[src/include/fc_params.svh]
/*
 * Fully connected core parameters
 * Lane count, operand and accumulator widths, requantization
 * shift and saturation point, buffer depth and output credits
 */
`ifndef FC_PARAMS_SVH
`define FC_PARAMS_SVH

// Output neurons computed in parallel
`define FC_LANES        4

// Operand and accumulator widths
`define FC_DATA_W       8
`define FC_ACC_W        28

// Requantization to 7 bits
`define FC_FRAC_SHIFT   6
`define FC_SAT_BIT      13

// Flow control
`define FC_IN_DEPTH     4
`define FC_OUT_CREDITS  2

`endif
[src/rtl/fc_pkg.sv]
/*
 * Fully connected core types
 * Operand, accumulator and result words, plus the beat, lane
 * output and result bundles passed between the blocks
 */
`include "fc_params.svh"

package fc_pkg;

  typedef logic signed [`FC_DATA_W-1:0] data_t;
  typedef logic signed [`FC_ACC_W-1:0]  acc_t;
  typedef logic [`FC_DATA_W-1:0]        qdata_t;
  typedef logic [$clog2(`FC_LANES)-1:0] lane_idx_t;

  // One input beat, a feature byte shared by all lanes
  typedef struct packed {
    data_t                   feat;
    data_t [`FC_LANES-1:0]   weights;
    data_t [`FC_LANES-1:0]   bias;     // only taken on first
    logic                    first;
    logic                    last;
  } fc_beat_t;

  typedef struct packed {
    acc_t acc;
    logic last;
  } fc_lane_out_t;

  typedef struct packed {
    qdata_t [`FC_LANES-1:0] q;
    lane_idx_t              max_idx;
  } fc_result_t;

endpackage

[src/rtl/fc_core.sv]
/*
 * Fully connected compute core
 * Input beat buffer feeding four MAC lanes in parallel, with the
 * output stage producing requantized bytes and the argmax index
 */
`include "fc_params.svh"

module fc_core (
  input  logic               clk,
  input  logic               rstn,
  input  logic               in_valid,
  input  fc_pkg::fc_beat_t   in_beat,
  output logic               in_credit,
  output logic               out_valid,
  output fc_pkg::fc_result_t out_result,
  input  logic               out_credit
);
  import fc_pkg::*;

  fc_beat_t                      head;
  logic                          advance;
  logic                          pe_valid;
  fc_lane_out_t [`FC_LANES-1:0]  lane_outs;
  logic [`FC_LANES-1:0]          lane_valid;

  fc_beat_fifo u_fifo (
    .clk       (clk),
    .rstn      (rstn),
    .in_valid  (in_valid),
    .in_beat   (in_beat),
    .advance   (advance),
    .pe_valid  (pe_valid),
    .head      (head),
    .in_credit (in_credit)
  );

  ////////////////////////////////////////////////////////////////////////////
  // MAC lanes, one feature byte shared by all
  ////////////////////////////////////////////////////////////////////////////
  for (genvar i = 0; i < `FC_LANES; i++) begin : g_lane
    fc_mac_pe u_pe (
      .clk        (clk),
      .rstn       (rstn),
      .advance    (advance),
      .pe_valid   (pe_valid),
      .feat       (head.feat),
      .weight     (head.weights[i]),
      .bias       (head.bias[i]),
      .first      (head.first),
      .last       (head.last),
      .lane_out   (lane_outs[i]),
      .lane_valid (lane_valid[i])
    );
  end

  fc_output_stage u_out (
    .clk        (clk),
    .rstn       (rstn),
    .lane_valid (lane_valid[0]),
    .lane_outs  (lane_outs),
    .advance    (advance),
    .out_valid  (out_valid),
    .out_result (out_result),
    .out_credit (out_credit)
  );

endmodule

[src/rtl/fc_output_stage.sv]
/*
 * Output stage
 * ReLU and saturating requantization of each lane to 7 bits, argmax
 * with the lowest index winning ties, result register and output credits
 */
`include "fc_params.svh"

module fc_output_stage (
  input  logic                                  clk,
  input  logic                                  rstn,
  input  logic                                  lane_valid,
  input  fc_pkg::fc_lane_out_t [`FC_LANES-1:0]  lane_outs,
  output logic                                  advance,
  output logic                                  out_valid,
  output fc_pkg::fc_result_t                    out_result,
  input  logic                                  out_credit
);
  import fc_pkg::*;

  localparam int LANES  = `FC_LANES;
  localparam int Q_W    = `FC_DATA_W - 1;
  localparam int CRED_W = $clog2(`FC_OUT_CREDITS + 1);

  qdata_t [LANES-1:0] q_next;
  qdata_t             best_q;
  lane_idx_t          idx_next;
  logic               load;
  logic               issue;
  logic               pending;
  logic [CRED_W-1:0]  credits;

  // ReLU, then clip to 127 or drop the fraction bits
  function automatic qdata_t requant(acc_t acc);
    qdata_t q;
    if (acc[`FC_ACC_W-1]) begin
      q = '0;
    end else if (|acc[`FC_ACC_W-2:`FC_SAT_BIT]) begin
      q = {1'b0, {Q_W{1'b1}}};
    end else begin
      q = {1'b0, acc[`FC_FRAC_SHIFT +: Q_W]};
    end
    return q;
  endfunction

  ////////////////////////////////////////////////////////////////////////////
  // Requantization and argmax
  ////////////////////////////////////////////////////////////////////////////
  always_comb begin
    for (int i = 0; i < LANES; i++) begin
      q_next[i] = requant(lane_outs[i].acc);
    end
    best_q   = q_next[0];
    idx_next = '0;
    // Strict compare keeps the earlier lane on a tie
    for (int i = 1; i < LANES; i++) begin
      if (q_next[i] > best_q) begin
        best_q   = q_next[i];
        idx_next = lane_idx_t'(i);
      end
    end
  end

  // Lanes run in lockstep, lane 0 stands for all of them
  assign load    = advance && lane_valid && lane_outs[0].last;
  assign issue   = (load || pending) && (credits != '0);
  assign advance = !pending;

  always_ff @(posedge clk) begin
    if (load) begin
      out_result.q       <= q_next;
      out_result.max_idx <= idx_next;
    end
  end

  ////////////////////////////////////////////////////////////////////////////
  // Output handshake and credit counter
  ////////////////////////////////////////////////////////////////////////////
  always_ff @(posedge clk) begin
    if (!rstn) begin
      out_valid <= 1'b0;
      pending   <= 1'b0;
      credits   <= CRED_W'(`FC_OUT_CREDITS);
    end else begin
      out_valid <= issue;
      // Held result waits here and freezes the pipeline
      pending   <= (load || pending) && !issue;
      credits   <= credits + CRED_W'(out_credit) - CRED_W'(issue);
    end
  end

endmodule

[src/rtl/fc_mac_pe.sv]
/*
 * Multiply-accumulate lane
 * Three stage sign-magnitude multiplier built from partial products,
 * followed by an accumulator that restarts from the bias on first
 */
`include "fc_params.svh"

module fc_mac_pe (
  input  logic                 clk,
  input  logic                 rstn,
  input  logic                 advance,
  input  logic                 pe_valid,
  input  fc_pkg::data_t        feat,
  input  fc_pkg::data_t        weight,
  input  fc_pkg::data_t        bias,
  input  logic                 first,
  input  logic                 last,
  output fc_pkg::fc_lane_out_t lane_out,
  output logic                 lane_valid
);
  import fc_pkg::*;

  localparam int MAG_W  = `FC_DATA_W;
  localparam int HALF   = MAG_W / 2;
  localparam int PSUM_W = MAG_W + HALF;
  localparam int PROD_W = 2 * MAG_W;

  logic [MAG_W-1:0]  a_mag;
  logic [MAG_W-1:0]  b_mag;
  logic [PSUM_W-1:0] psum_lo;
  logic [PSUM_W-1:0] psum_hi;
  logic [PROD_W-1:0] prod_mag;
  acc_t              prod_ext;

  // Stage registers
  logic              s1_valid, s1_first, s1_last, s1_sign;
  logic [MAG_W-1:0]  s1_a_mag, s1_b_mag;
  data_t             s1_bias;
  logic              s2_valid, s2_first, s2_last, s2_sign;
  logic [PSUM_W-1:0] s2_lo, s2_hi;
  data_t             s2_bias;
  logic              s3_valid, s3_first, s3_last;
  acc_t              s3_prod;
  data_t             s3_bias;
  logic              s4_valid, s4_last;
  acc_t              acc;

  // Magnitudes; 0x80 maps to 128, which still fits unsigned
  assign a_mag = feat[MAG_W-1] ? (~feat + 1'b1) : feat;
  assign b_mag = weight[MAG_W-1] ? (~weight + 1'b1) : weight;

  ////////////////////////////////////////////////////////////////////////////
  // Partial product rows, low and high halves of the multiplier
  ////////////////////////////////////////////////////////////////////////////
  always_comb begin
    psum_lo = '0;
    psum_hi = '0;
    for (int i = 0; i < HALF; i++) begin
      if (s1_b_mag[i]) begin
        psum_lo = psum_lo + (PSUM_W'(s1_a_mag) << i);
      end
      if (s1_b_mag[i+HALF]) begin
        psum_hi = psum_hi + (PSUM_W'(s1_a_mag) << i);
      end
    end
  end

  assign prod_mag = PROD_W'(s2_lo) + (PROD_W'(s2_hi) << HALF);
  assign prod_ext = acc_t'(prod_mag);

  // Datapath, moves only on advance
  always_ff @(posedge clk) begin
    if (advance) begin
      s1_a_mag <= a_mag;
      s1_b_mag <= b_mag;
      s1_sign  <= feat[MAG_W-1] ^ weight[MAG_W-1];
      s1_bias  <= bias;
      s1_first <= first;
      s1_last  <= last;

      s2_lo    <= psum_lo;
      s2_hi    <= psum_hi;
      s2_sign  <= s1_sign;
      s2_bias  <= s1_bias;
      s2_first <= s1_first;
      s2_last  <= s1_last;

      s3_prod  <= s2_sign ? -prod_ext : prod_ext;
      s3_bias  <= s2_bias;
      s3_first <= s2_first;
      s3_last  <= s2_last;

      // Bubbles leave the accumulator alone
      if (s3_valid) begin
        acc     <= s3_first ? (acc_t'(s3_bias) + s3_prod) : (acc + s3_prod);
        s4_last <= s3_last;
      end
    end
  end

  always_ff @(posedge clk) begin
    if (!rstn) begin
      s1_valid <= 1'b0;
      s2_valid <= 1'b0;
      s3_valid <= 1'b0;
      s4_valid <= 1'b0;
    end else if (advance) begin
      s1_valid <= pe_valid;
      s2_valid <= s1_valid;
      s3_valid <= s2_valid;
      s4_valid <= s3_valid;
    end
  end

  assign lane_out.acc  = acc;
  assign lane_out.last = s4_last;
  assign lane_valid    = s4_valid;

endmodule

[src/rtl/fc_beat_fifo.sv]
/*
 * Input beat buffer
 * Circular buffer of incoming beats; the head feeds the lanes and
 * each pop hands one credit back to the source a cycle later
 */
`include "fc_params.svh"

module fc_beat_fifo (
  input  logic             clk,
  input  logic             rstn,
  input  logic             in_valid,
  input  fc_pkg::fc_beat_t in_beat,
  input  logic             advance,
  output logic             pe_valid,
  output fc_pkg::fc_beat_t head,
  output logic             in_credit
);
  import fc_pkg::*;

  localparam int DEPTH = `FC_IN_DEPTH;
  localparam int PTR_W = (DEPTH > 1) ? $clog2(DEPTH) : 1;
  localparam int CNT_W = $clog2(DEPTH + 1);

  fc_beat_t         mem [DEPTH];
  logic [PTR_W-1:0] wr_ptr;
  logic [PTR_W-1:0] rd_ptr;
  logic [CNT_W-1:0] count;
  logic             empty;
  logic             pop;

  function automatic logic [PTR_W-1:0] ptr_inc(logic [PTR_W-1:0] ptr);
    if (ptr == PTR_W'(DEPTH - 1)) begin
      return '0;
    end
    return ptr + 1'b1;
  endfunction

  assign empty    = (count == '0);
  assign pop      = advance && !empty;
  assign pe_valid = pop;
  assign head     = mem[rd_ptr];

  // Storage
  always_ff @(posedge clk) begin
    if (in_valid) begin
      mem[wr_ptr] <= in_beat;
    end
  end

  ////////////////////////////////////////////////////////////////////////////
  // Pointers, occupancy and credit return
  ////////////////////////////////////////////////////////////////////////////
  always_ff @(posedge clk) begin
    if (!rstn) begin
      wr_ptr    <= '0;
      rd_ptr    <= '0;
      count     <= '0;
      in_credit <= 1'b0;
    end else begin
      // The source holds a credit for every write, so a slot is always free
      if (in_valid) begin
        wr_ptr <= ptr_inc(wr_ptr);
      end
      if (pop) begin
        rd_ptr <= ptr_inc(rd_ptr);
      end
      count     <= count + CNT_W'(in_valid) - CNT_W'(pop);
      in_credit <= pop;
    end
  end

endmodule

[config.mk]
export PLATFORM = sky130hd
export DESIGN_NAME = fc_core
export DESIGN_NICKNAME = d
export VERILOG_FILES = /design/src/rtl/fc_pkg.sv /design/src/rtl/fc_core.sv /design/src/rtl/fc_output_stage.sv /design/src/rtl/fc_mac_pe.sv /design/src/rtl/fc_beat_fifo.sv
export VERILOG_INCLUDE_DIRS = /design/src /design/src/include
export SDC_FILE = /design/constraint.sdc
export NUM_CORES = 2
export LEC_CHECK = 0
export BUFFER_PORTS_ARGS = -buffer_cell sky130_fd_sc_hd__buf_2
export CAP_MARGIN = 15
export CORE_MARGIN = 2
export CORE_UTILIZATION = 52
export CTS_CLUSTER_DIAMETER = 40
export DETAILED_ROUTE_END_ITERATION = 6
export GPL_TIMING_DRIVEN = 1
export PLACE_DENSITY = 0.68
export SLEW_MARGIN = 0
export SYNTH_ARGS = -nofsm -noshare
export SYNTH_HDL_FRONTEND = slang
export SYNTH_SLANG_ARGS = --single-unit
[constraint.sdc]
create_clock -name clk -period 10.6 [get_ports clk]
set_input_delay 0.53 -clock clk [delete_from_list [all_inputs] [get_ports clk]]
set_output_delay 0.53 -clock clk [all_outputs]
set_load 0.03 [all_outputs]
Word level (Yosys, flattened, before mapping):

Memory sizes are Yosys's and may differ from the RTL's. A register that Yosys moved wholly into a read port is not among the register bits.
Index checks and enable logic that the tools add are counted.

* bits in registers: 521
* input bits: 78
* memory bits (writable): 296
* memories: 1
* output and inout port bits: 36
* logic and storage cells: 229

Memory list
* u_fifo.mem: words 4, width 74, read ports 1, clocked after Yosys merged registers in 1, wr ports 1, line fc_beat_fifo.sv:24 `fc_beat_t mem [DEPTH];`

* equal/unequal tests: 2
* reduce and logical (&&, ||, !) cells: 17
* add/subtract/negate cells: 51
* muxes and demuxes: 71
* order comparisons: 3
* bitwise operators: 10

Operators by type and width (number)
* $mux 12: 24
* $add 28x28->28: 4
* $add 8x28->28: 4
* $mux 28: 4
* $mux 8: 14
* $neg 16->28: 4
* $add 12x10->12: 8
* $add 12x11->12: 8
* $add 12x9->12: 8
* $add 12x16->16: 4
* $mux 16: 4
* $mux 7: 9
* $reduce_or 14->1: 4
* $add 8x1->8 const B: 5
* $not 8->8: 5
* $gt 8x8->1: 3
* $mux 2: 6
* $mux 1: 10
* $logic_and 1x1->1: 5
* $add 2x1->2 const B: 2
* $eq 2x2->1 const B: 2
* $xor 1x1->1: 4
* $add 3x1->3: 1
* $logic_not 1->1: 3
* 9 further kinds: 9

Depth between registers and ports, before layout:

* depth in word-level cells: 9
* depth in mapped cells: 34
* depth with buffers taken out: 34

Modules after synthesis:

From an unflattened synthesis, not the netlist that was laid out.

* cell total of the unflattened synthesis: 4240
* area total of the unflattened synthesis: 50923.8 um2

By module, submodules not included
* fc_mac_pe at g_lane[1].u_pe ...: area each 9382.7 um2, times used 2, cells an instance 906, sequential area each 3923.8 um2
* fc_beat_fifo: area each 11188.2 um2, times used 1, cells an instance 433, sequential area each 9088.7 um2
* fc_mac_pe at g_lane[3].u_pe: area each 9359.0 um2, times used 1, cells an instance 877, sequential area each 3923.8 um2
* fc_mac_pe at g_lane[0].u_pe: area each 9331.4 um2, times used 1, cells an instance 889, sequential area each 3923.8 um2
* fc_output_stage: area each 2279.7 um2, times used 1, cells an instance 229, sequential area each 980.9 um2

Least setup slack after synthesis:

No wires, ideal clock.

* kind: register to register
* start: reg u_out.pending
* end: reg u_out.out_result[0] (netlist name)
* buffers on the path: 1
* required time: 10210 ps
* path slack: 1344 ps
* arrival time: 8866 ps
* stages on the path, launching flop included: 4
* period minus slack after synthesis: 9256 ps
* library setup time: 390 ps
* path through: dfxtp_1 -> clkbuf_1 -> inv_1 -> and3_1

* cells in the longest elaborated chain, start to end: 3

RTL lines
* start, declared: line fc_output_stage.sv:29 `logic pending;`
* start signal, assigned: line fc_output_stage.sv:86 `pending <= (load || pending) && !issue;`
* $logic_not 1->1: line fc_output_stage.sv:66 `assign advance = !pending;`
* $logic_and 1x1->1 (2 in a row): line fc_output_stage.sv:64 `assign load = advance && lane_valid && lane_outs[0].last;`
* net u_out.load: line fc_output_stage.sv:27 `logic load;`

The timed path passes the listed nets, and every way through them passes these cells.
A chain may end at the register's enable or synchronous reset.

==> key figures <==
Run status
  • Status: completed

Critical path
  • Startpoint Class: flip-flop
  • Top cell by count, worst path: o21a_1
  • Critical Path AT: between 7 and 8 ns
  • CP required: approximately 11 ns
  • Setup slack, reg-to-reg: 3.43 ns
  • CP max FO: 9
  • Worst reg2reg endpoint: u_out.out_result[1]
  • Crit. End Element: flip-flop
  • Kind of critical path: flip-flop to flip-flop
  • Crit-path max cell delay: 0.65 ns
  • Worst-case reg-to-reg path depth: 34
  • RR Startpoint: g_lane[0].u_pe.acc[26]
  • Critical path's slowest cell: a41oi_1

Timing
  • Setup TNS Final: 0 ns
  • Slew @ Worst Pin: 1.10 ns
  • Relative slew slack: a little over a quarter
  • Max-slew violation count: 0
  • RSZ-0062 raised after global routing: no
  • Period utilisation layout: 67.6%
  • Fin. Hold Viols: 0
  • Fmax: 140 MHz
  • Min Tclk post-route: 7.17 ns
  • Clock Skews: 0.0252 ns
  • Post-layout worst setup margin: approximately 3.4 ns
  • Final setup violation count: 0

Clocking
  • Post-CTS Setup Bufs: 0
  • CTS tree: done
  • Hold buffer count at CTS: 0
  • Skew-Pair Late Insertion Delay: between 0.6 and 0.7 ns
  • CTS Sinks: 811
  • CTS Buffer Depth: 3
  • Post-CTS Resized: 0
  • CTS root buffer: clkbuf_16
  • CTS clock-pin slew for the worst setup and hold paths: roughly 0.060 ns
  • CTS Buf Count: 114
  • # H-tree levels: 3

Logic synthesis
  • Cell area after synthesis: between 40000 and 50000 um2
  • Register area share after synthesis: 51.6%
  • Top cells by area, synth: edfxtp_1 51%, ha_1 9.7%, xnor2_1 5.1%
  • Synth Flop Type: edfxtp_1
  • Seq cells post-synth: 811
  • Netlist cell types: 92
  • Mapped Avg Cell Area: 12.3 um2
  • Area leader, netlist: edfxtp_1
  • EDFF count, synth: between 700 and 800
  • Post-synth top area share: 50.8%
  • Syn Inst Count: 3810
  • Ys Warns: 0
  • Async SR Flop Fraction: 0%

Layout
  • Final Net Count: 4435
  • Util after Layout: about three fifths
  • Area Growth Syn to Fin: 12.1%
  • Filler Cells Inserted: 7181
  • Layout cell share with drive strength beyond 1: 14.0%

Placement
  • Number of port buffers: around 110
  • Post-DP HPWL: 66200 um
  • Pre-CTS WS: between 3 and 4 ns
  • Routability cong.: 0.844

Worst hold path
  • Hold Crit Endpoint: u_fifo.mem[1][0]
  • Hold Path Depth: 1
  • Hold Startpoint: in_beat[0]
  • Worst hold-check path type: input pin to flip-flop

Die
  • DIE HEIGHT: 304 um
  • Initial Util: 52.3%
  • Row count: 110
  • Core area: 89600 um2
  • I/O pin cnt: 114
  • Die width: between 300 and 400 um
  • Die area: around 92000 um2

GRT
  • Global-route wire length before repair: 153000 um
  • Overflow left after global routing: 0
  • Pin count of the biggest net entering global routing: 163
  • Vias in the first global route: 28.2k
  • Initial antenna violation count: 6
  • Gr usage total: ~21%

Detailed routing
  • Via-to-Cell Ratio: 5.52
  • Post-detailed-route wirelength per cell: 18.1 um
  • Initial DRT Pass Iterations: 6
  • Antenna Nets Post-Route: 0
  • Number of remaining DRC errors: 0
  • Iteration-0 DRC count of the detailed router: ~1.8k
  • Final WL: 94600 um
  • Total number of vias: 28.9k

Flow run
  • Max-cap viol count: 0
## flip-flops by register name, summed over array words and instances (netlist names), 2 cells and up, named ones only
signal and cells:
u_fifo.mem 296, g_lane.u_pe.acc 112, g_lane.u_pe.s3_prod 108, g_lane.u_pe.s2_hi 48, g_lane.u_pe.s2_lo 48, g_lane.u_pe.s1_b_mag 32
g_lane.u_pe.s1_bias 32, g_lane.u_pe.s2_bias 32, g_lane.u_pe.s3_bias 32, u_out.out_result 30, g_lane.u_pe.s1_a_mag 8, g_lane.u_pe.s1_sign 4
g_lane.u_pe.s2_sign 4, u_fifo.count 3, u_fifo.rd_ptr 2, u_fifo.wr_ptr 2, u_out.credits 2
## cells by family after synthesis
kind of cell,share of synthesized area [%]
mux,7.20
other cells,0.00801
flops,51.6
buf+inv,3.53
xor+xnor,6.49
compound gates,12.7
simple gates,7.33
fa+ha+maj,11.1
## layout by cell type (no fill, tap or decap), drive strengths merged, types with 13 or more instances in the layout
cell,instances
edfxtp,793
ha,363
inv,343
xnor2,272
a21oi,255
o21ai,249
nor2,195
nand2,149
buf,130
clkbuf,126
mux2,114
a21o,89
and2,77
o21a,76
mux4,74
xor2,73
o21bai,69
nor2b,53
clkinv,46
nor3,45
nand2b,43
mux2i,42
fa,33
or3,27
a31oi,27
nand3,26
o31ai,26
nor4,21
dfxtp,18
o41a,17
and3,15
nand4,15
a211oi,15
o211ai,13
clkinvlp,13
## worst max path at each step
stage / from / to / cells after the start
after floorplan: u_out.pending / u_out.out_result[0] / 3
after global placement: g_lane[0].u_pe.acc[26] / u_out.out_result[1] / 34
after detailed placement: g_lane[0].u_pe.acc[26] / u_out.out_result[1] / 34
after CTS: g_lane[0].u_pe.acc[26] / u_out.out_result[1] / 34
after global routing: g_lane[0].u_pe.acc[26] / u_out.out_result[1] / 34
final: g_lane[0].u_pe.acc[26] / u_out.out_result[1] / 34
## worst max-delay path, delay by kind of cell, from the launching register on
kind | cells | cell delay [ns]
adder cells (fa/ha/maj) | 3 | 0.69
AO/OA/AOI/OAI | 18 | 3.08
AND/OR/NAND/NOR | 10 | 1.87
flip-flops | 1 | 0.39
multiplexers | 2 | 0.82
buffers and inverters | 1 | 0.07
## Yosys cell counts, types with 6 or more instances
library cell	count
a211oi_1	12
a21boi_0	7
a21o_1	89
a21oi_1	247
a21oi_2	7
a31oi_1	24
and2_1	77
and3_1	15
buf_1	12
buf_2	17
buf_4	6
clkbuf_1	63
clkinv_1	8
dfxtp_1	18
edfxtp_1	793
fa_1	33
ha_1	363
inv_1	323
mux2_2	114
mux2i_1	42
mux4_2	74
nand2_1	148
nand2b_1	43
nand3_1	25
nand4_1	15
nor2_1	192
nor2b_1	52
nor3_1	43
nor4_1	21
o211ai_1	13
o21a_1	76
o21ai_0	237
o21ai_1	12
o21bai_1	68
o31a_1	11
o31ai_1	23
o41a_1	17
or2_2	7
or3_1	25
xnor2_1	271
xor2_1	73
## metrics by stage
stage          cells  area, um2  hold WS, ns
6_report        5231      52500       0.0627
3_3_place_gp    5020      48700        0.402
3_5_place_dp    5020      48700        0.405
4_1_cts         5229      52500       0.0122
5_1_grt         5230      52500       0.0401
2_1_floorplan   3813      46900        0.400
## metal layers
layer  share of wire (%)  track usage, %  up-vias
li1                    -               -    14400
met1                  49            30.7    13700
met2                  44            31.6      572
met3                 5.0            3.45      131
met4                 2.2            5.80       10
met5               0.060               0        -
## cell type report
type                            instances  area, um2  share of cell area (%)
Sequential cell                       811      24200                    46.0
Timing Repair Buffer                  130        728                    1.39
Clock buffer                          126       2920                    5.56
Antenna cell                            1       2.50                 0.00476
Clock inverter                         83        928                    1.77
Inverter                              331       1250                    2.38
Multi-Input combinational cell       2573      21000                    40.1
Tap cell                             1176       1470                    2.80
Power is left out: the tool's default activity adds up to more than one toggle a clock period on the data nets, which glitch-free logic cannot reach.
